$ cat src/barcode_pkg.sv
package barcode_pkg;

	// image geometry
	localparam int IMG_W_DEF    = 64;	// pixels per row
	localparam int IMG_H_DEF    = 64;	// rows per frame
	localparam int PIX_PER_BEAT = 4;	// pixels in one 32-bit input word

	// label layout in modules
	localparam int SYM_LEN        = 11;	// start code and each data symbol
	localparam int STOP_LEN       = 13;	// stop code is two modules longer
	localparam int LABEL_LEN      = 4 * SYM_LEN + STOP_LEN;	// start + 3 symbols + stop = 57
	localparam int LABEL_ROW_SPAN = 9;	// lower copy of start/stop sits this many rows down

	// offsets of the fields inside one label window
	localparam int OFS_KERNEL   = SYM_LEN;
	localparam int OFS_STRIDE   = 2 * SYM_LEN;
	localparam int OFS_DILATION = 3 * SYM_LEN;
	localparam int OFS_STOP     = 4 * SYM_LEN;

	// module patterns stored in pixel order
	// bit 0 is the leftmost module, so these read mirrored against the printed code
	localparam logic [SYM_LEN-1:0]  PAT_START = 11'b001_1100_1011;	// printed 11010011100
	localparam logic [STOP_LEN-1:0] PAT_STOP  = 13'b1_1010_1110_0011;	// printed 1100011101011
	localparam logic [SYM_LEN-1:0]  PAT_C1    = 11'b001_1011_0011;	// printed 11001101100
	localparam logic [SYM_LEN-1:0]  PAT_C2    = 11'b011_0011_0011;	// printed 11001100110
	localparam logic [SYM_LEN-1:0]  PAT_C3    = 11'b000_1100_1001;	// printed 10010011000

	// classified data symbol
	typedef enum logic [1:0] {
		SYM_NONE = 2'd0,	// no known pattern
		SYM_1    = 2'd1,
		SYM_2    = 2'd2,
		SYM_3    = 2'd3
	} sym_e;

	// frame level controller
	typedef enum logic [1:0] {
		ST_IDLE    = 2'd0,	// one cycle, kicks off capture
		ST_CAPTURE = 2'd1,	// waiting for the last beat
		ST_SCAN    = 2'd2,	// one candidate per cycle
		ST_REPORT  = 2'd3	// result valid for one cycle
	} ctrl_state_e;

endpackage

$ cat src/frame_capture.sv
`timescale 1ns/1ps

module frame_capture import barcode_pkg::*; #(
	parameter int IMG_W = 64,
	parameter int IMG_H = 64
) (
	input  logic                     i_clk,
	input  logic                     i_rst_n,
	input  logic                     i_start,	// one-cycle pulse from the controller
	input  logic                     i_in_valid,
	input  logic [31:0]              i_in_data,
	output logic                     o_in_ready,
	output logic                     o_frame_done,	// pulse after the last beat
	output logic                     o_wr_en,
	output logic [$clog2(IMG_H)-1:0] o_wr_row,
	output logic [IMG_W-1:0]         o_wr_data
);

	localparam int BEATS_PER_ROW = IMG_W / PIX_PER_BEAT;
	localparam int BEAT_W        = $clog2(BEATS_PER_ROW);
	localparam int ROW_W         = $clog2(IMG_H);

	logic [BEAT_W-1:0]       beat_cnt_r;	// beat within the current row
	logic [ROW_W-1:0]        row_cnt_r;	// row being assembled
	logic [IMG_W-1:0]        row_sr_r;	// partial row, fills from the top
	logic [PIX_PER_BEAT-1:0] beat_bits_w;	// pixel lsbs of this beat, leftmost at bit 0
	logic                    accept_w;
	logic                    row_last_w;
	logic                    frame_last_w;

	assign accept_w     = i_in_valid & o_in_ready;
	assign row_last_w   = (beat_cnt_r == BEAT_W'(BEATS_PER_ROW - 1));
	assign frame_last_w = row_last_w & (row_cnt_r == ROW_W'(IMG_H - 1));

	// leftmost pixel lives in the top byte of the word
	always_comb begin
		for (int p = 0; p < PIX_PER_BEAT; p++) begin
			beat_bits_w[p] = i_in_data[(PIX_PER_BEAT - 1 - p) * 8];	// lsb of pixel p
		end
	end

	// shift right by one beat, new pixels enter at the high end
	// after a full row the first beat has reached column 0
	assign o_wr_data = {beat_bits_w, row_sr_r[IMG_W-1:PIX_PER_BEAT]};
	assign o_wr_en   = accept_w & row_last_w;	// row written on its own last beat
	assign o_wr_row  = row_cnt_r;

	always_ff @(posedge i_clk) begin
		if (accept_w) begin
			row_sr_r <= o_wr_data;
		end
	end

	always_ff @(posedge i_clk or negedge i_rst_n) begin
		if (!i_rst_n) begin
			o_in_ready   <= 1'b0;
			o_frame_done <= 1'b0;
			beat_cnt_r   <= '0;
			row_cnt_r    <= '0;
		end else begin
			o_frame_done <= accept_w & frame_last_w;
			if (i_start) begin
				o_in_ready <= 1'b1;	// ready the cycle after start
			end else if (accept_w && frame_last_w) begin
				o_in_ready <= 1'b0;	// whole frame taken
			end
			if (accept_w) begin
				if (row_last_w) begin
					beat_cnt_r <= '0;
					row_cnt_r  <= frame_last_w ? '0 : row_cnt_r + 1'b1;	// wraps for next frame
				end else begin
					beat_cnt_r <= beat_cnt_r + 1'b1;
				end
			end
		end
	end

endmodule

$ cat config.mk
export PLATFORM = sky130hd
export DESIGN_NAME = frame_capture
export DESIGN_NICKNAME = d
export VERILOG_FILES = /design/src/barcode_pkg.sv /design/src/frame_capture.sv
export SDC_FILE = /design/constraint.sdc
export NUM_CORES = 1
export LEC_CHECK = 0
export ABC_AREA = 1
export BUFFER_PORTS_ARGS = -buffer_cell sky130_fd_sc_hd__buf_2
export CORE_MARGIN = 10
export CORE_UTILIZATION = 46
export CTS_CLUSTER_DIAMETER = 200
export DETAILED_ROUTE_END_ITERATION = 8
export PLACE_DENSITY = 0.89
export SLEW_MARGIN = 20
export SYNTH_ARGS = -nofsm -noshare
export SYNTH_HDL_FRONTEND = slang
export SYNTH_SLANG_ARGS = --single-unit
export TNS_END_PERCENT = 5
$ cat constraint.sdc
create_clock -name i_clk -period 2.45 [get_ports i_clk]
set_input_delay 0.49 -clock i_clk [delete_from_list [all_inputs] [get_ports i_clk]]
set_output_delay 0.49 -clock i_clk [all_outputs]
set_load 0.01 [all_outputs]
==> summary.md <==
| Metric | Value |
|---|---|
| Outcome | `complete, no violations` |
| Worst Max-Slew Pin Slew | `0.426 ns` |
| Pin count of the biggest net entering global routing | `65` |
| Yosys cell types | `16` |
| Mux cell area share after synthesis | `0` |
| DRC | `0` |
| Max stage delay on crit path | `0.37 ns` |
| Dpl cell area | `2870 sq um` |
| Post-synthesis cell count | `131` |
| Routed vias/inst | `4.53` |
| CTS resizes | `0` |
| Synthesis-to-layout area growth | `25.8%` |
| Max Transition Viols Final | `0` |
| Netlist Area Pre-Place | `2410 sq um` |
| Hold Crit Class | `in -> async` |
| Post-CTS Hold Buffers | `0` |
| Synth Area in Compound Gates | `0.00832` |
| PortBufs | `80` |
| TritonCTS clock tree | `yes` |
| Final Net Count | `256` |
| RSZ-0062 raised after global routing | `false` |
| GR Util All Layers | `0.107` |
| Iter 0 DRT Violations | `60` |
| Setup tns final | `0 ns` |
| Die Y | `92.3 um` |
| Crit path kind | `reg -> out` |
| Setup Buffers After CTS | `0` |
| Startpoint type of the worst setup path | `flop` |
| Final period utilization | `0.842` |
| Synth Area in XOR/XNOR | `0.0109` |
| Pleak | `1.29 nW` |
| Crit-path cells | `ha_1 -> nand3_2 -> nor2_2 -> buf_2` |
| Layout cells sized above 1 | `0.426` |
| Combinational family with the most area after synthesis | `simple AND/OR/NAND/NOR gates` |
| Slew margin rel. | `0.716` |
| Final setup vio count | `0` |
| Crit path max fanout | `11` |
| Io pins | `109` |
| Initial Util | `0.474` |
| Row count | `26` |
| CP endpoint kind | `primary output` |
| Synthesized Nets | `169` |
| Warnings from Yosys | `0` |
| Max-cap violation count | `0` |
| Routed WL per cell | `14.9 um` |
| CP required | `1.96 ns` |
| PD cells | `838 nW/um^2` |
| Synth Register Bits | `72` |
| Fmax | `0.485 GHz` |
| DRT Pass-1 Iters | `4` |
| # diodes | `0` |
| Syn Area/Cell | `18.4 sq um` |
| Sink Count | `72` |
| Post-synthesis simple-gate area fraction | `0.0655` |
| Worst Slack Setup Final | `0.388 ns` |
| Worst-path clk slew | `0.07 ns` |
| Clock buffer depth | `2` |
| Slowest cell on crit path | `dfrtp_1` |
| Clock root buffer master | `clkbuf_8` |
| Tmin final | `2.06 ns` |
| Post-DP HPWL | `3140 um` |
| Seq. cell area | `2100 sq um` |
| First-pass GRT wire length | `7020 um` |
| CP bufs+invs | `1` |
| Vias in the first global route | `1426` |
| Worst-Skew Late Latency | `0.33 ns` |
| CTS Buf Count | `9` |
| Area of the multi-input gates | `229 sq um` |
| Design area | `3030 sq um` |
| Routed Antenna Nets | `0` |
| Vias post-DR | `1327` |
| Worst Clk Skew | `0.00756 ns` |
| Fillers | `412` |
| Die X | `92.3 um` |
| Sequential element share of the synthesized area | `0.874` |
| Hold Violations, Final | `0` |
| Worst vdd ir | `0.000455 V` |
| Routed WL | `4370 um` |
| Worst slack, placed | `0.670 ns` |
| Core Box Area | `5070 sq um` |
| # H-tree levels | `3` |
| Critical path's top delay family | `simple AND/OR/NAND/NOR gates` |
| Overflow after GRT | `0` |
| CP Data Arrival Time | `1.57 ns` |
| Initial antenna violation count | `0` |
| Synth Area in Adders | `0.0104` |
| GPL Wtd Cong | `0.795` |
| Die ar. | `8520 sq um` |
report_power, final:
part	internal (mW)	switching, mW
clock network	0.370	0.375
logic	0.108	0.157
registers	1.45	0.0769
placed cells by master (no fill, tap or decap):
cell | synthesis | final
a21oi_1 | 1 | 1
nor2_2 | 1 | 1
xnor2_1 | 3 | 3
inv_2 | 0 | 1
clkbuf_1 | 0 | 6
dfrtp_1 | 12 | 12
nor3b_1 | 1 | 1
nand2_1 | 19 | 19
nand3_2 | 1 | 1
buf_12 | 0 | 1
clkinvlp_4 | 0 | 1
nand3_1 | 6 | 6
buf_2 | 0 | 80
o21ai_0 | 3 | 3
inv_1 | 9 | 8
nand2_2 | 1 | 1
ha_1 | 2 | 2
clkbuf_8 | 0 | 9
nor2_1 | 7 | 7
edfxtp_1 | 60 | 60
path summary, 6_finish.rpt:
path	cells after the start	slack, ns	to	start
min in group i_clk	3	0.35	o_in_ready$_DFFE_PN0P_	i_start
worst min register to register	0	0.44	row_sr_r[51]$_DFFE_PN_	row_sr_r[55]$_DFFE_PN_
worst max-delay path	4	0.39	o_wr_en	beat_cnt_r[0]$_DFFE_PN0N_
worst min-delay path	1	0.03	beat_cnt_r[2]$_DFFE_PN0N_	i_rst_n
max in group asynchronous	1	2.20	beat_cnt_r[1]$_DFFE_PN0N_	i_rst_n
worst max register to register	6	0.93	o_wr_row[5]$_DFFE_PN0P_	beat_cnt_r[0]$_DFFE_PN0N_
cell type report:
type	instances	share of cell area
tap	70	0.0289
clock inverter	1	0.00248
inverter	9	0.0112
clock buffer	15	0.0484
sequential	72	0.695
multi-input combinational	45	0.0757
timing repair buffer	81	0.139
synthesized netlist by cell type:
master / instances / area (sq um)
dfrtp_1: 12 / 300
nor2_1: 7 / 26.3
buf_4: 4 / 30.0
a21oi_1: 1 / 5.00
nand2_1: 19 / 71.3
nor2_2: 1 / 6.26
o21ai_0: 3 / 15.0
nor3b_1: 1 / 7.51
xnor2_1: 3 / 26.3
nand2_2: 1 / 6.26
edfxtp_1: 60 / 1800
nand3_1: 6 / 30.0
nand3_2: 1 / 10.0
inv_1: 9 / 33.8
buf_6: 1 / 11.3
ha_1: 2 / 25.0
worst register-to-register path, stage by stage (launching register included):
cell	delay [ns]
dfrtp_1	0.37
ha_1	0.20
nand3_2	0.10
nor2_2	0.36
nand3_1	0.23
nand2_1	0.12
nor2_1	0.04
state kept, by name (all words and copies together) (netlist names):
| register | count |
|---|---|
| o_in_ready | 1 |
| o_wr_row | 6 |
| beat_cnt_r | 4 |
| o_frame_done | 1 |
| row_sr_r | 60 |
stage by stage:
step           hold slack [ns]  total power [mW]  instances   util
3_3_place_gp             0.378              1.81        277  0.566
2_1_floorplan            0.194              1.69        131      -
5_1_grt                 0.0260              2.67        293  0.596
4_1_cts                 0.0180              2.57        293  0.596
3_5_place_dp             0.387              1.82        277  0.566
6_report                0.0285              2.54        293  0.596
routing by layer:
layer	part of all wire	track usage	wire, um
met1	0.43	0.120	1880
met2	0.42	0.148	1830
met3	0.13	0.0694	575
met4	0.021	0.0656	91
met5	0	0	0
logic make-up (layout without fill, tap and decap cells):
family,count (synthesis),in the layout
AO/OA/AOI/OAI,4,4
XOR/XNOR,3,3
adder cells (fa/ha/maj),2,2
buffers and inverters,14,106
flip-flops,72,72
AND/OR/NAND/NOR,36,36
Note: power is estimated with default switching activity, not from simulation.
