$ cat src/barcode_pkg.sv
package barcode_pkg;

	// image geometry
	localparam int IMG_W_DEF    = 64;	// pixels per row
	localparam int IMG_H_DEF    = 64;	// rows per frame
	localparam int PIX_PER_BEAT = 4;	// pixels in one 32-bit input word

	// label layout in modules
	localparam int SYM_LEN        = 11;	// start code and each data symbol
	localparam int STOP_LEN       = 13;	// stop code is two modules longer
	localparam int LABEL_LEN      = 4 * SYM_LEN + STOP_LEN;	// start + 3 symbols + stop = 57
	localparam int LABEL_ROW_SPAN = 9;	// lower copy of start/stop sits this many rows down

	// offsets of the fields inside one label window
	localparam int OFS_KERNEL   = SYM_LEN;
	localparam int OFS_STRIDE   = 2 * SYM_LEN;
	localparam int OFS_DILATION = 3 * SYM_LEN;
	localparam int OFS_STOP     = 4 * SYM_LEN;

	// module patterns stored in pixel order
	// bit 0 is the leftmost module, so these read mirrored against the printed code
	localparam logic [SYM_LEN-1:0]  PAT_START = 11'b001_1100_1011;	// printed 11010011100
	localparam logic [STOP_LEN-1:0] PAT_STOP  = 13'b1_1010_1110_0011;	// printed 1100011101011
	localparam logic [SYM_LEN-1:0]  PAT_C1    = 11'b001_1011_0011;	// printed 11001101100
	localparam logic [SYM_LEN-1:0]  PAT_C2    = 11'b011_0011_0011;	// printed 11001100110
	localparam logic [SYM_LEN-1:0]  PAT_C3    = 11'b000_1100_1001;	// printed 10010011000

	// classified data symbol
	typedef enum logic [1:0] {
		SYM_NONE = 2'd0,	// no known pattern
		SYM_1    = 2'd1,
		SYM_2    = 2'd2,
		SYM_3    = 2'd3
	} sym_e;

	// frame level controller
	typedef enum logic [1:0] {
		ST_IDLE    = 2'd0,	// one cycle, kicks off capture
		ST_CAPTURE = 2'd1,	// waiting for the last beat
		ST_SCAN    = 2'd2,	// one candidate per cycle
		ST_REPORT  = 2'd3	// result valid for one cycle
	} ctrl_state_e;

endpackage

$ cat src/scan_ctrl.sv
`timescale 1ns/1ps

module scan_ctrl import barcode_pkg::*; #(
	parameter int IMG_W = 64,
	parameter int IMG_H = 64
) (
	input  logic                     i_clk,
	input  logic                     i_rst_n,
	input  logic                     i_frame_done,
	input  logic                     i_match,
	input  sym_e                     i_sym_kernel,
	input  sym_e                     i_sym_stride,
	input  sym_e                     i_sym_dilation,
	output logic                     o_start,
	output logic [$clog2(IMG_H)-1:0] o_rd_row_a,
	output logic [$clog2(IMG_H)-1:0] o_rd_row_b,
	output logic [$clog2(IMG_W)-1:0] o_col,
	output logic                     o_result_valid,
	output logic                     o_found,
	output logic [7:0]               o_kernel,
	output logic [7:0]               o_stride,
	output logic [7:0]               o_dilation
);

	localparam int ROW_W = $clog2(IMG_H);
	localparam int COL_W = $clog2(IMG_W);
	localparam logic [ROW_W-1:0] ROW_LAST = ROW_W'(IMG_H - LABEL_ROW_SPAN - 1);
	localparam logic [COL_W-1:0] COL_LAST = COL_W'(IMG_W - LABEL_LEN);

	ctrl_state_e      state_r;
	ctrl_state_e      state_nxt_w;
	logic [ROW_W-1:0] row_r;	// upper row of the candidate
	logic [COL_W-1:0] col_r;
	logic             col_end_w;
	logic             scan_end_w;	// last candidate this cycle
	logic             seen_r;	// some candidate matched in this scan
	sym_e             kern_r, strd_r, dil_r;	// symbols of latest match
	sym_e             kern_w, strd_w, dil_w;	// same, counting the current candidate
	logic             hit_w;
	logic [7:0]       kern_val_w, strd_val_w, dil_val_w;
	logic             ok_w;

	function automatic logic [7:0] sym_value(input sym_e s);
		logic [7:0] v;
		case (s)
			SYM_1:   v = 8'd1;
			SYM_2:   v = 8'd2;
			SYM_3:   v = 8'd3;
			default: v = 8'd0;
		endcase
		return v;
	endfunction

	assign col_end_w  = (col_r == COL_LAST);
	assign scan_end_w = (state_r == ST_SCAN) & col_end_w & (row_r == ROW_LAST);

	always_comb begin
		state_nxt_w = state_r;
		case (state_r)
			ST_IDLE:    state_nxt_w = ST_CAPTURE;
			ST_CAPTURE: if (i_frame_done) state_nxt_w = ST_SCAN;
			ST_SCAN:    if (scan_end_w) state_nxt_w = ST_REPORT;
			ST_REPORT:  state_nxt_w = ST_IDLE;	// back for the next frame
			default:    state_nxt_w = ST_IDLE;
		endcase
	end

	always_ff @(posedge i_clk or negedge i_rst_n) begin
		if (!i_rst_n) begin
			state_r <= ST_IDLE;
			row_r   <= '0;
			col_r   <= '0;
			seen_r  <= 1'b0;
		end else begin
			state_r <= state_nxt_w;
			if (state_r == ST_SCAN) begin
				if (col_end_w) begin
					col_r <= '0;
					row_r <= scan_end_w ? '0 : row_r + 1'b1;	// counters idle at 0
				end else begin
					col_r <= col_r + 1'b1;
				end
				if (i_match) seen_r <= 1'b1;
			end else if (state_r == ST_IDLE) begin
				seen_r <= 1'b0;	// fresh frame
			end
		end
	end

	// later match in scan order overwrites
	always_ff @(posedge i_clk) begin
		if (state_r == ST_SCAN && i_match) begin
			kern_r <= i_sym_kernel;
			strd_r <= i_sym_stride;
			dil_r  <= i_sym_dilation;
		end
	end

	// final candidate is still combinational when the scan ends
	assign hit_w  = i_match | seen_r;
	assign kern_w = i_match ? i_sym_kernel : kern_r;
	assign strd_w = i_match ? i_sym_stride : strd_r;
	assign dil_w  = i_match ? i_sym_dilation : dil_r;

	assign kern_val_w = sym_value(kern_w);
	assign strd_val_w = sym_value(strd_w);
	assign dil_val_w  = sym_value(dil_w);

	// kernel only 3, stride and dilation 1 or 2
	assign ok_w = hit_w && (kern_val_w == 8'd3) &&
		(strd_val_w == 8'd1 || strd_val_w == 8'd2) &&
		(dil_val_w == 8'd1 || dil_val_w == 8'd2);

	always_ff @(posedge i_clk or negedge i_rst_n) begin
		if (!i_rst_n) begin
			o_found    <= 1'b0;
			o_kernel   <= 8'd0;
			o_stride   <= 8'd0;
			o_dilation <= 8'd0;
		end else if (scan_end_w) begin
			o_found    <= ok_w;
			o_kernel   <= ok_w ? kern_val_w : 8'd0;	// zeros unless the whole label is legal
			o_stride   <= ok_w ? strd_val_w : 8'd0;
			o_dilation <= ok_w ? dil_val_w : 8'd0;
		end
	end

	assign o_start        = (state_r == ST_IDLE);
	assign o_result_valid = (state_r == ST_REPORT);
	assign o_rd_row_a     = row_r;
	assign o_rd_row_b     = row_r + ROW_W'(LABEL_ROW_SPAN);
	assign o_col          = col_r;

endmodule

$ cat config.mk
export PLATFORM = sky130hd
export DESIGN_NAME = scan_ctrl
export DESIGN_NICKNAME = d
export VERILOG_FILES = /design/src/barcode_pkg.sv /design/src/scan_ctrl.sv
export SDC_FILE = /design/constraint.sdc
export NUM_CORES = 1
export LEC_CHECK = 0
export BUFFER_PORTS_ARGS = -buffer_cell sky130_fd_sc_hd__buf_4
export CORE_ASPECT_RATIO = 1.25
export CORE_UTILIZATION = 53
export CTS_BUF_LIST = sky130_fd_sc_hd__clkbuf_4
export CTS_CLUSTER_DIAMETER = 50
export DETAILED_ROUTE_END_ITERATION = 8
export PLACE_DENSITY = 0.9
export SLEW_MARGIN = 20
export SYNTH_ARGS = -nofsm -noshare
export SYNTH_HDL_FRONTEND = slang
export SYNTH_SLANG_ARGS = --single-unit
$ cat constraint.sdc
create_clock -name i_clk -period 2.66 [get_ports i_clk]
set_input_delay 0.532 -clock i_clk [delete_from_list [all_inputs] [get_ports i_clk]]
set_output_delay 0.532 -clock i_clk [all_outputs]
set_load 0.05 [all_outputs]
==> key figures <==
Run status
  • Status: finished clean

Cells and area
  • Fillers: between 200 and 250
  • Nets: between 150 and 200
  • Layout cells sized above 1: 0.275
  • P&R area growth vs syn: 14.1%
  • # diodes: 0

Global routing
  • Vias in the first global route: roughly 1.1k
  • Largest net degree at the start of global routing: 23
  • First-pass GRT wire length: about 5200 um
  • Total global routing overflow: 0
  • Initial antenna violation count: 0
  • Total GRT Usage: 0.214

Clock network
  • Cts hold-fix bufs: 0
  • CTS tree: built
  • Clock slew at the register clock pins of the worst setup and hold paths: 0.15 ns
  • Clk Tree Root Cell: clkbuf_4
  • Setup Buffers After CTS: 0
  • CTS Buf Count: 3
  • Htree depth: 1
  • Post_cts resized: 0
  • Clock sink count: 28
  • CTS max path bufs: 2
  • Clk Latency, worst-skew pair: 0.32 ns

Synthesis
  • Largest area contributor in the netlist: dfrtp_1
  • Flop and latch count out of synthesis: 28
  • Synthesized area: roughly 0.0016 mm2
  • Post-synth EDFFs: 6
  • Post-synth ARST share: 0.786
  • Library cells used by synthesis: 39
  • Top cell type's share of synthesized area: 0.348
  • Cells after synthesis: 145
  • Syn avg cell area: around 11 um2
  • Register area share after synthesis: 0.462
  • Commonest register cell after synthesis: dfrtp_1
  • Largest cells by area after synthesis: dfrtp_1, edfxtp_1, buf_4, ha_1, xnor2_1
  • Yosys warning count: 0

Critical path
  • Critical Path AT: about 1.7 ns
  • WP data required: between 2 and 2.5 ns
  • Crit-path leading delay family: flip-flops
  • CP Class: flip-flop to primary output
  • Max incr delay on CP: approximately 0.49 ns
  • Crit-path slowest cell: dfrtp_1
  • Crit Path Max Fanout: 8
  • Startpoint types: flip-flop
  • Crit. End Element: primary output
  • CP bufs+invs: 1
  • Crit-path cells: and3_1, o21ai_0, xnor2_1, buf_4

STA
  • WHS: between 0.06 and 0.07 ns
  • Unrepaired setup endpoints after global routing: no
  • Tmin final: 2.27 ns
  • Final setup fails: 0
  • Setup_tns: 0 ns
  • Max Clock Skew: about 0.0084 ns
  • Max-slew violation count: 0
  • Final worst path period share: 0.854
  • F_max: around 0.44 GHz
  • Final hold violations: 0

Placed design
  • Port Buffer Count: 36
  • GP Congestion: ~0.80
  • Post-DP HPWL: between 2000 and 2500 um

Drt
  • Routed Antenna Nets: 0
  • DRC violations left: 0
  • Starting DRT DRC Count: 32
  • Routed wire length per instance: 14.2 um
  • Via count: approximately 1.1k
  • DRT Wirelength: about 3000 um
  • Vias per inst: 5.05
  • First-pass DRT Iterations: 5

Min path
  • HP Class: input pin to asynchronous set/reset pin

Power and ir drop
  • Maximum VDD drop: 0.738 mV
  • PD cells: ~970 mW/mm2
  • Pleak: 0.000914 uW

Die
  • Die width: approximately 51 um
  • Core area: 0.00276 mm2
  • Die H: between 60 and 70 um
  • Initial Util: 0.574
  • Row cnt: 21
  • Full die area: ~0.0032 mm2
  • Num ports: 55

Flow run
  • Total of max-cap violations: 0
where the power goes:
group | internal [uW] | switching (uW)
registers | 541 | 109
logic | 295 | 631
clock network | 53.1 | 120
cells by family (layout without fill, tap and decap cells):
family	Yosys count	in the layout	share of synthesized area
adders and majority gates	7	7	0.0553
and+or+nand+nor	37	37	0.140
AOI/OAI and AO/OA	25	25	0.105
xor gates and xnor gates	12	12	0.0664
other	1	18	0.00237
buffers and inverters	29	45	0.126
muxes	6	6	0.0435
DFF	28	28	0.462
synth_stat cells, drive strengths merged (2+ instances only):
| master | instances |
|---|---|
| mux2 | 4 |
| and2 | 5 |
| inv | 6 |
| nand4 | 2 |
| o21ai | 8 |
| and3 | 3 |
| a21o | 3 |
| nor2 | 7 |
| buf | 22 |
| nand2 | 11 |
| a31oi | 2 |
| a21oi | 5 |
| ha | 7 |
| edfxtp | 6 |
| mux2i | 2 |
| dfrtp | 22 |
| xnor2 | 8 |
| nand3 | 2 |
| nor2b | 2 |
| a22o | 3 |
| xor2 | 4 |
final timing paths:
| path | slack [ns] | start | cells past startpoint | end |
|---|---|---|---|---|
| min reg2reg | 0.53 | o_kernel[0] | 1 | o_kernel[0] |
| min | 0.06 | i_rst_n | 1 | o_dilation[0] |
| max reg2reg | 0.63 | state_r[0] | 6 | o_stride[0] |
| min in group i_clk | 0.38 | i_sym_dilation[0] | 1 | dil_r[0] |
| max in group asynchronous | 2.36 | i_rst_n | 1 | state_r[1] |
| max | 0.39 | o_rd_row_a[2] | 4 | o_rd_row_b[5] |
worst reg2reg max path, cell delays in order, from the launching register on:
cell and delay (ns):
dfrtp_1 0.44, inv_1 0.10, ha_1 0.35, and3_4 0.27, and2_1 0.36, o2111a_2 0.32, a22o_1 0.14
sequential cells by signal, indices dropped and copies added (netlist names):
signal	cells
state_r	2
strd_r	2
o_stride	2
seen_r	1
dil_r	2
o_rd_row_a	6
o_dilation	2
o_kernel	2
kern_r	2
o_col	6
o_found	1
routing by layer:
layer  global-route usage  share of wire
met4               0.0729          0.015
met3               0.0266          0.040
met5                    0              0
met2                0.365           0.54
met1                0.276           0.40
placed cells by master (no fill, tap or decap), types with 2 or more instances in the layout:
master and count:
a31oi_1 2, nor2_1 7, and2_1 5, a21o_1 3, nand3_1 2, dfrtp_1 22, mux2_2 3, xor2_1 4
buf_4 36, inv_1 6, edfxtp_1 6, clkbuf_4 3, conb_1 18, a21oi_1 4, nand2_1 11, a22o_1 3
xnor2_1 8, o21ai_0 7, ha_1 7, nor2b_1 2, and3_1 2
final cells by class:
class | count | area [um2] | share of cell area
Clock buffer | 3 | 22.5 | 0.0125
Timing Repair Buffer | 36 | 270 | 0.150
Sequential cell | 28 | 731 | 0.405
Inverter | 6 | 22.5 | 0.0125
Tap cell | 34 | 42.5 | 0.0236
Multi-Input combinational cell | 105 | 717 | 0.397
through the flow:
| step | cells | cell area (um2) | worst slack (ns) | power [uW] | util |
|---|---|---|---|---|---|
| 2_1_floorplan | 162 | 1650 | 0.0543 | 1370 | - |
| 3_3_place_gp | 209 | 1780 | 0.783 | 1550 | 0.646 |
| 6_report | 212 | 1810 | 0.388 | 1750 | 0.654 |
| 5_1_grt | 212 | 1810 | 0.299 | 1850 | 0.654 |
| 3_5_place_dp | 209 | 1780 | 0.659 | 1590 | 0.646 |
| 4_1_cts | 212 | 1810 | 0.408 | 1760 | 0.654 |
(Power assumes the default switching activity.)
