**src/barcode_pkg.sv**
```systemverilog
package barcode_pkg;

	// image geometry
	localparam int IMG_W_DEF    = 64;	// pixels per row
	localparam int IMG_H_DEF    = 64;	// rows per frame
	localparam int PIX_PER_BEAT = 4;	// pixels in one 32-bit input word

	// label layout in modules
	localparam int SYM_LEN        = 11;	// start code and each data symbol
	localparam int STOP_LEN       = 13;	// stop code is two modules longer
	localparam int LABEL_LEN      = 4 * SYM_LEN + STOP_LEN;	// start + 3 symbols + stop = 57
	localparam int LABEL_ROW_SPAN = 9;	// lower copy of start/stop sits this many rows down

	// offsets of the fields inside one label window
	localparam int OFS_KERNEL   = SYM_LEN;
	localparam int OFS_STRIDE   = 2 * SYM_LEN;
	localparam int OFS_DILATION = 3 * SYM_LEN;
	localparam int OFS_STOP     = 4 * SYM_LEN;

	// module patterns stored in pixel order
	// bit 0 is the leftmost module, so these read mirrored against the printed code
	localparam logic [SYM_LEN-1:0]  PAT_START = 11'b001_1100_1011;	// printed 11010011100
	localparam logic [STOP_LEN-1:0] PAT_STOP  = 13'b1_1010_1110_0011;	// printed 1100011101011
	localparam logic [SYM_LEN-1:0]  PAT_C1    = 11'b001_1011_0011;	// printed 11001101100
	localparam logic [SYM_LEN-1:0]  PAT_C2    = 11'b011_0011_0011;	// printed 11001100110
	localparam logic [SYM_LEN-1:0]  PAT_C3    = 11'b000_1100_1001;	// printed 10010011000

	// classified data symbol
	typedef enum logic [1:0] {
		SYM_NONE = 2'd0,	// no known pattern
		SYM_1    = 2'd1,
		SYM_2    = 2'd2,
		SYM_3    = 2'd3
	} sym_e;

	// frame level controller
	typedef enum logic [1:0] {
		ST_IDLE    = 2'd0,	// one cycle, kicks off capture
		ST_CAPTURE = 2'd1,	// waiting for the last beat
		ST_SCAN    = 2'd2,	// one candidate per cycle
		ST_REPORT  = 2'd3	// result valid for one cycle
	} ctrl_state_e;

endpackage

```
**src/label_match.sv**
```systemverilog
`timescale 1ns/1ps

module label_match import barcode_pkg::*; #(
	parameter int IMG_W = 64,
	parameter int IMG_H = 64
) (
	input  logic [IMG_W-1:0]         i_row_top,
	input  logic [IMG_W-1:0]         i_row_bot,	// LABEL_ROW_SPAN rows below i_row_top
	input  logic [$clog2(IMG_W)-1:0] i_col,	// leftmost column of the candidate
	output logic                     o_match,
	output sym_e                     o_sym_kernel,
	output sym_e                     o_sym_stride,
	output sym_e                     o_sym_dilation
);

	logic [LABEL_LEN-1:0] win_top_w;	// candidate window, upper row
	logic [LABEL_LEN-1:0] win_bot_w;	// candidate window, lower row
	logic                 top_ok_w;
	logic                 bot_ok_w;

	// 11-bit symbol to its class
	function automatic sym_e classify(input logic [SYM_LEN-1:0] s);
		sym_e res;
		case (s)
			PAT_C1:  res = SYM_1;
			PAT_C2:  res = SYM_2;
			PAT_C3:  res = SYM_3;
			default: res = SYM_NONE;
		endcase
		return res;
	endfunction

	// start/stop framing of one window
	function automatic logic framed(input logic [LABEL_LEN-1:0] w);
		return (w[SYM_LEN-1:0] == PAT_START) && (w[OFS_STOP +: STOP_LEN] == PAT_STOP);
	endfunction

	// shift puts column i_col at bit 0 and the cast keeps one label width
	assign win_top_w = LABEL_LEN'(i_row_top >> i_col);
	assign win_bot_w = LABEL_LEN'(i_row_bot >> i_col);

	assign top_ok_w = framed(win_top_w);
	assign bot_ok_w = framed(win_bot_w);	// lower copy carries start/stop only
	assign o_match  = top_ok_w & bot_ok_w;

	// data symbols come from the upper row only
	assign o_sym_kernel   = classify(win_top_w[OFS_KERNEL +: SYM_LEN]);
	assign o_sym_stride   = classify(win_top_w[OFS_STRIDE +: SYM_LEN]);
	assign o_sym_dilation = classify(win_top_w[OFS_DILATION +: SYM_LEN]);

endmodule

```
**config.mk**
```make
export PLATFORM = sky130hd
export DESIGN_NAME = label_match
export DESIGN_NICKNAME = d
export VERILOG_FILES = /design/src/barcode_pkg.sv /design/src/label_match.sv
export SDC_FILE = /design/constraint.sdc
export NUM_CORES = 1
export LEC_CHECK = 0
export ABC_AREA = 1
export BUFFER_PORTS_ARGS = -buffer_cell sky130_fd_sc_hd__buf_2
export CAP_MARGIN = 20
export CORE_ASPECT_RATIO = 2
export CORE_MARGIN = 8
export CORE_UTILIZATION = 60
export DETAILED_ROUTE_END_ITERATION = 12
export PLACE_DENSITY = 0.87
export SKIP_LAST_GASP = 1
export SYNTH_ARGS = -nofsm -noshare
export SYNTH_HDL_FRONTEND = slang
export SYNTH_SLANG_ARGS = --single-unit
```
**constraint.sdc**
```tcl
create_clock -name vclk -period 6.3
set_input_delay 1.575 -clock vclk [all_inputs]
set_output_delay 1.575 -clock vclk [all_outputs]
set_load 0.03 [all_outputs]
```
==> impl_metrics.toml, run 1 <==
[detailed_routing]
detail_route.first_pass.iterations = 6
num_vias = 9949
detail_route.drc_violations = 0
routed_wl_um = 25770
drt_iter0_markers = 1061
viasPerCell = 6.238
antenna_left = 0
detail_route.wl_per_cell_um = 16.15

[cells_and_area]
num-nets-final = 1596
layout.sequential_cells = 0
diodes = 0
layout-drive-gt1-share_pct = 11.58
fill_cells = 1109
clock_buffer_count = 0
multi_input_comb_area_mm2 = 0.005563
area.growth.synth_to_final_pct = 9.011
regArea_um2 = 0

[run_status]
outcome = "finished, final reports clean"

[floorplanning]
die_x_um = 88.08
initial_core_util_pct = 61.43
core-area_mm2 = 0.01015
top_level_ports = 141
die_area_mm2 = 0.01411
die-height_um = 160.2
num_rows = 52

[setup_path]
critical_path_class = "primary input to output port"
timing.critical_path.slowest_cell_delay_ns = 0.63
crit_required_ns = 4.72
worst_ep_arrival_time_ns = 4.05
critical_path.cell_chain = "buf_2 -> inv_2 -> nor2_1 -> inv_1 -> or2_0 -> nand2_1 -> nand2_1 -> nor2_1 -> nand2_1 -> nor2_1 -> nand3_1 -> a21oi_1 -> buf_2"
crit_path_end_kind = "output port"
worstSetupStartpointType = "primary input"
critPathMaxFanout = 21
slowest_stage = "sky130_fd_sc_hd__nor2_1"

[yosys]
synth_top_area_cell = "sky130_fd_sc_hd__nand3_1"
postSynthAreaPerCell_um2 = 4.441
synth.distinct_cells = 29
synthTopCellsByArea = "sky130_fd_sc_hd__nand3_1 39%, sky130_fd_sc_hd__nand2_1 36%, sky130_fd_sc_hd__buf_2 3.9%"
post_synth_inst_count = 1404
synth.most_common_cell = "sky130_fd_sc_hd__nand2_1"
synth_fp_nets = 1538
ys_warns = 0
synth-seq-area-share_pct = 0
synth_top_area_share_pct = 38.69
synth_area_mm2 = 0.006235
synthTopCellsByCount = "594 x sky130_fd_sc_hd__nand2_1, 482 x sky130_fd_sc_hd__nand3_1, 56 x sky130_fd_sc_hd__nor2_1, 48 x sky130_fd_sc_hd__buf_2, 40 x sky130_fd_sc_hd__inv_1"

[placement]
place_ws_ns = 0.7499
routabilityCongestion = 1.028
detailedPlacementHpwl_um = 19950
i_o_buffers = 139

[grt]
grt_first_pass_wirelength_um = 41430
antenna_found_initial = 0
first_global_vias = 8863
groute.usage.overall_pct = 35.65
overflow = 0
grt_max_degree = 123

[timing]
final.hold.worst_slack_ns = 3.900
timing.final.hold_violations = 0
timing_worst_slew_pin_value_ns = 0.8704
final_min_period_ns = 5.629
fin_tns_setup_ns = 0
finalCritPeriodShare_pct = 89.35
fmax_mhz = 177.7
slew_headroom_pct = 41.76
rsz_0062_raised_after_global_routing = "false"
setup-violations-final = 0
final-max-slew-violation-count = 0
post-route-worst-setup-slack_ns = 0.6710

[clocking]
cts_resized = 0
post-cts-setup-buffers = 0
ctsHoldBuffers = 0

[power_and_ir_drop]
max-vdd-ir-drop_mv = 0.09171
leakage_uw = 0.003776
power.total_uw = 577.8
powerDensity_mw_per_mm2 = 85.01

[min_path]
hold_path_class = "primary input to output port"

[run]
max_cap_violations = 0
## critical path, delay by kind of cell
family,cells,cell delay (ns)
and+or+nand+nor,8,1.30
buffers and inverters,4,0.97
AOI/OAI and AO/OA,1,0.21
## metrics by stage
stage                     util (%)  instance area (µm²)  std cells
after global routing         66.96                 6797       1595
after detailed placement     66.96                 6797       1595
after CTS                    66.96                 6797       1595
after global placement       66.96                 6797       1595
final                        66.96                 6797       1595
after floorplan                  -                 6235       1404
## power by group
group	switching [µW]	internal, µW	leakage (µW)
registers	0	0	0
logic	387	191	0.00378
clock network	0	0	0
total	387	191	0.00378
## final cells by class
class	instances	area share, %
Multi-Input combinational cell	1257	81.85
Inverter	45	2.522
Timing Repair Buffer	158	13.14
Tap cell	135	2.485
## worst paths after layout
path / from / to / cells past startpoint
hold / removal: i_col[5] / o_sym_dilation[0] / 7
setup / recovery: i_col[3] / o_match / 13
## cell usage in the layout, fill, tap and decap left out, drive strengths merged
| cell type | synthesis | final |
|---|---|---|
| nor3 | 4 | 4 |
| a21oi | 20 | 20 |
| o211ai | 5 | 5 |
| clkinv | 1 | 3 |
| and2 | 5 | 5 |
| o21a | 3 | 3 |
| a31oi | 1 | 1 |
| o21ai | 52 | 52 |
| nor2 | 56 | 56 |
| inv | 44 | 42 |
| nor3b | 1 | 1 |
| nand2 | 594 | 594 |
| a21o | 1 | 1 |
| buf | 83 | 158 |
| nand3b | 3 | 3 |
| and3 | 1 | 1 |
| nand4 | 18 | 18 |
| o31ai | 2 | 2 |
| nand3 | 482 | 482 |
| or2 | 9 | 9 |
## cell families after synthesis
family	Yosys count	synth area share, %
and+or+nand+nor	1173	81.94
AOI/OAI and AO/OA	84	7.285
buffers and inverters	147	10.78
## metal layers
layer,GRT usage (%),part of all wire (%),vias to the layer above
li1,-,-,4830
met1,37.89,34,4378
met2,63.31,50,593
met3,2.931,7.8,148
met4,23.89,7.6,0
met5,0,0,-
Note: power is estimated with default switching activity, not from simulation.
==> inputs of run 2 (changes only) <==
- ABC_AREA: 1 -> 0
- BUFFER_PORTS_ARGS: -buffer_cell sky130_fd_sc_hd__buf_2 -> not set
- DONT_BUFFER_PORTS: not set -> 1
- PLACE_DENSITY: 0.87 -> 0.76
==> run 2 against run 1 <==
Net effect:
- non-clock buffer count fell by 138
- fmax shrank 10%
- largest power group unchanged
- critical path type unchanged
- first-iteration DRC count shrank 22%
- count of clock-buffer cells in the layout did not move
- largest cell class unchanged
- area after synthesis rose by 1.9%
- routed wire length down 1.6%
- flip-flop and latch count is the same
- global-route usage decreased by 1.4 points
- core utilization fell by 6.2 points
==> impl_metrics.toml, run 2 <==
[clocking]
cts_resized = 0
post-cts-setup-buffers = 0
ctsHoldBuffers = 0

[detailed_routing]
antenna_left = 0
num_vias = 6966
routed_wl_um = 25340
viasPerCell = 8.353
detail_route.drc_violations = 0
detail_route.first_pass.iterations = 7
detail_route.wl_per_cell_um = 30.39
drt_iter0_markers = 831

[cells_and_area]
layout_commonest_cell = "sky130_fd_sc_hd__mux2i_1"
area.growth.synth_to_final_pct = -0.3152
fill_cells = 940
layout-drive-gt1-share_pct = 24.10
clock_buffer_count = 0
stdcell_area_mm2 = 0.006331
num-nets-final = 833
layout.sequential_cells = 0
regArea_um2 = 0
mostFrequentLayoutCells = "81 x sky130_fd_sc_hd__mux2i_1, 77 x sky130_fd_sc_hd__mux4_2, 74 x sky130_fd_sc_hd__nand2_1, 66 x sky130_fd_sc_hd__nor2_1, 53 x sky130_fd_sc_hd__mux2_2"
multi_input_comb_area_mm2 = 0.005971
diodes = 0

[floorplanning]
die_area_mm2 = 0.01433
die-height_um = 161.5
die_x_um = 88.75
num_rows = 53
core-area_mm2 = 0.01041
initial_core_util_pct = 61.00
top_level_ports = 141

[min_path]
whs_path_depth = 4
hold_path_class = "primary input to output port"
hold_path.startpoint = "i_col[5]"

[placement]
place_ws_ns = 0.1239
i_o_buffers = 0
detailed_place.area_mm2 = 0.006331
detailedPlacementHpwl_um = 19450
routabilityCongestion = 0.9700

[yosys]
synth-seq-area-share_pct = 0
synth.distinct_cells = 72
synthTopCellsByArea = "sky130_fd_sc_hd__mux4_2 27%, sky130_fd_sc_hd__mux2i_1 13%, sky130_fd_sc_hd__mux2_2 9.4%"
synthTopCellsByCount = "81 x sky130_fd_sc_hd__mux2i_1, 77 x sky130_fd_sc_hd__mux4_2, 74 x sky130_fd_sc_hd__nand2_1, 66 x sky130_fd_sc_hd__nor2_1, 53 x sky130_fd_sc_hd__mux2_2"
synth_mux_area_share_pct = 51.89
synth_compound_area_share_pct = 20.86
synth_top_family_by_area = "multiplexers"
synth-simple-area-share_pct = 21.16
synth.most_common_cell = "sky130_fd_sc_hd__mux2i_1"
post_synth_inst_count = 748
synthXorXnorAreaFrac_pct = 0
ys_warns = 0
synth-adder-area-share_pct = 0
synth_area_mm2 = 0.006351
synth_fp_nets = 882
synth_top_area_share_pct = 27.30
postSynthAreaPerCell_um2 = 8.491
synth_top_area_cell = "sky130_fd_sc_hd__mux4_2"

[setup_path]
worstSetupStartpointType = "primary input"
crit_path_end_kind = "output port"
worst_ep_arrival_time_ns = 4.71
worst_setup_path_startpoint = "i_col[0]"
cp-endpoint = "o_match"
critical_path_class = "primary input to output port"
crit_required_ns = 4.72
critPathMaxFanout = 178

[power_and_ir_drop]
max-vdd-ir-drop_mv = 0.04723
leakage_uw = 0.002205
powerDensity_mw_per_mm2 = 77.74

[timing]
final_min_period_ns = 6.283
finalCritPeriodShare_pct = 99.73
timing.final.hold_violations = 0
final.hold.worst_slack_ns = 3.534
fin_tns_setup_ns = 0
fmax_mhz = 159.2
final-max-slew-violation-count = 0
rsz_0062_raised_after_global_routing = "false"
timing_worst_slew_pin_value_ns = 1.008
slew_headroom_pct = 32.57
setup-violations-final = 0
post-route-worst-setup-slack_ns = 0.01671

[grt]
grt_first_pass_wirelength_um = 38340
groute.usage.overall_pct = 34.21
overflow = 0
grt_max_degree = 179
first_global_vias = 6956
antenna_found_initial = 0

[run]
max_cap_violations = 0

[run_status]
outcome = "finished, final reports clean"
==> run 2: cell types whose count changed after synthesis, sizes merged, moves of 35 or more <==
| cell | delta |
|---|---|
| mux2 | +53 |
| inv | -38 |
| nand2 | -520 |
| mux4 | +82 |
| nand3 | -465 |
| mux2i | +82 |
| buf | -35 |
==> run 2: area by class of cell <==
cell class,count,area share (%)
Inverter,7,0.4150
Multi-Input combinational cell,670,94.31
Tap cell,137,2.708
Timing Repair Buffer,20,2.569
==> run 2: through the flow <==
step / total power [µW] / cells / util (%)
after global placement: 471.0 / 834 / 60.81
after global routing: 515.2 / 834 / 60.81
final: 492.2 / 834 / 60.81
after detailed placement: 475.5 / 834 / 60.81
after CTS: 477.6 / 834 / 60.81
after floorplan: 413.5 / 748 / -
==> run 2: critical path, stage by stage <==
cell and delay [ns]:
sky130_fd_sc_hd__mux4_2 0.54, sky130_fd_sc_hd__mux2_2 0.36, sky130_fd_sc_hd__a2111oi_0 0.79, sky130_fd_sc_hd__buf_4 0.23
sky130_fd_sc_hd__a21oi_1 0.03, sky130_fd_sc_hd__a2111oi_0 0.39, sky130_fd_sc_hd__buf_4 0.19, sky130_fd_sc_hd__a41o_1 0.21
sky130_fd_sc_hd__and4_1 0.22, sky130_fd_sc_hd__buf_4 0.16
==> run 2: layer usage <==
layer / GRT usage [%] / part of all wire [%]
met5: 0 / 0
met4: 22.03 / 7.9
met3: 6.412 / 12
met2: 56.70 / 48
met1: 38.17 / 32
==> run 2: cell families (layout without fill, tap and decap cells) <==
kind of cell	after synthesis	after routing
AO/OA/AOI/OAI	186	186
multiplexers	217	217
buffers and inverters	78	27
AND/OR/NAND/NOR	267	267
==> run 2: how the worst min path moves through the flow <==
| stage | to | slack [ns] |
|---|---|---|
| after floorplan | o_match | 3.72 |
| after global placement | o_sym_dilation[0] | 3.52 |
| after detailed placement | o_sym_dilation[0] | 3.53 |
| after CTS | o_sym_dilation[0] | 3.53 |
| after global routing | o_sym_dilation[0] | 3.54 |
| final | o_sym_dilation[0] | 3.53 |
==> run 2: report_power, final <==
group | leakage [µW] | internal [µW] | switching, µW
logic | 0.00220 | 239 | 253
clock network | 0 | 0 | 0
registers | 0 | 0 | 0
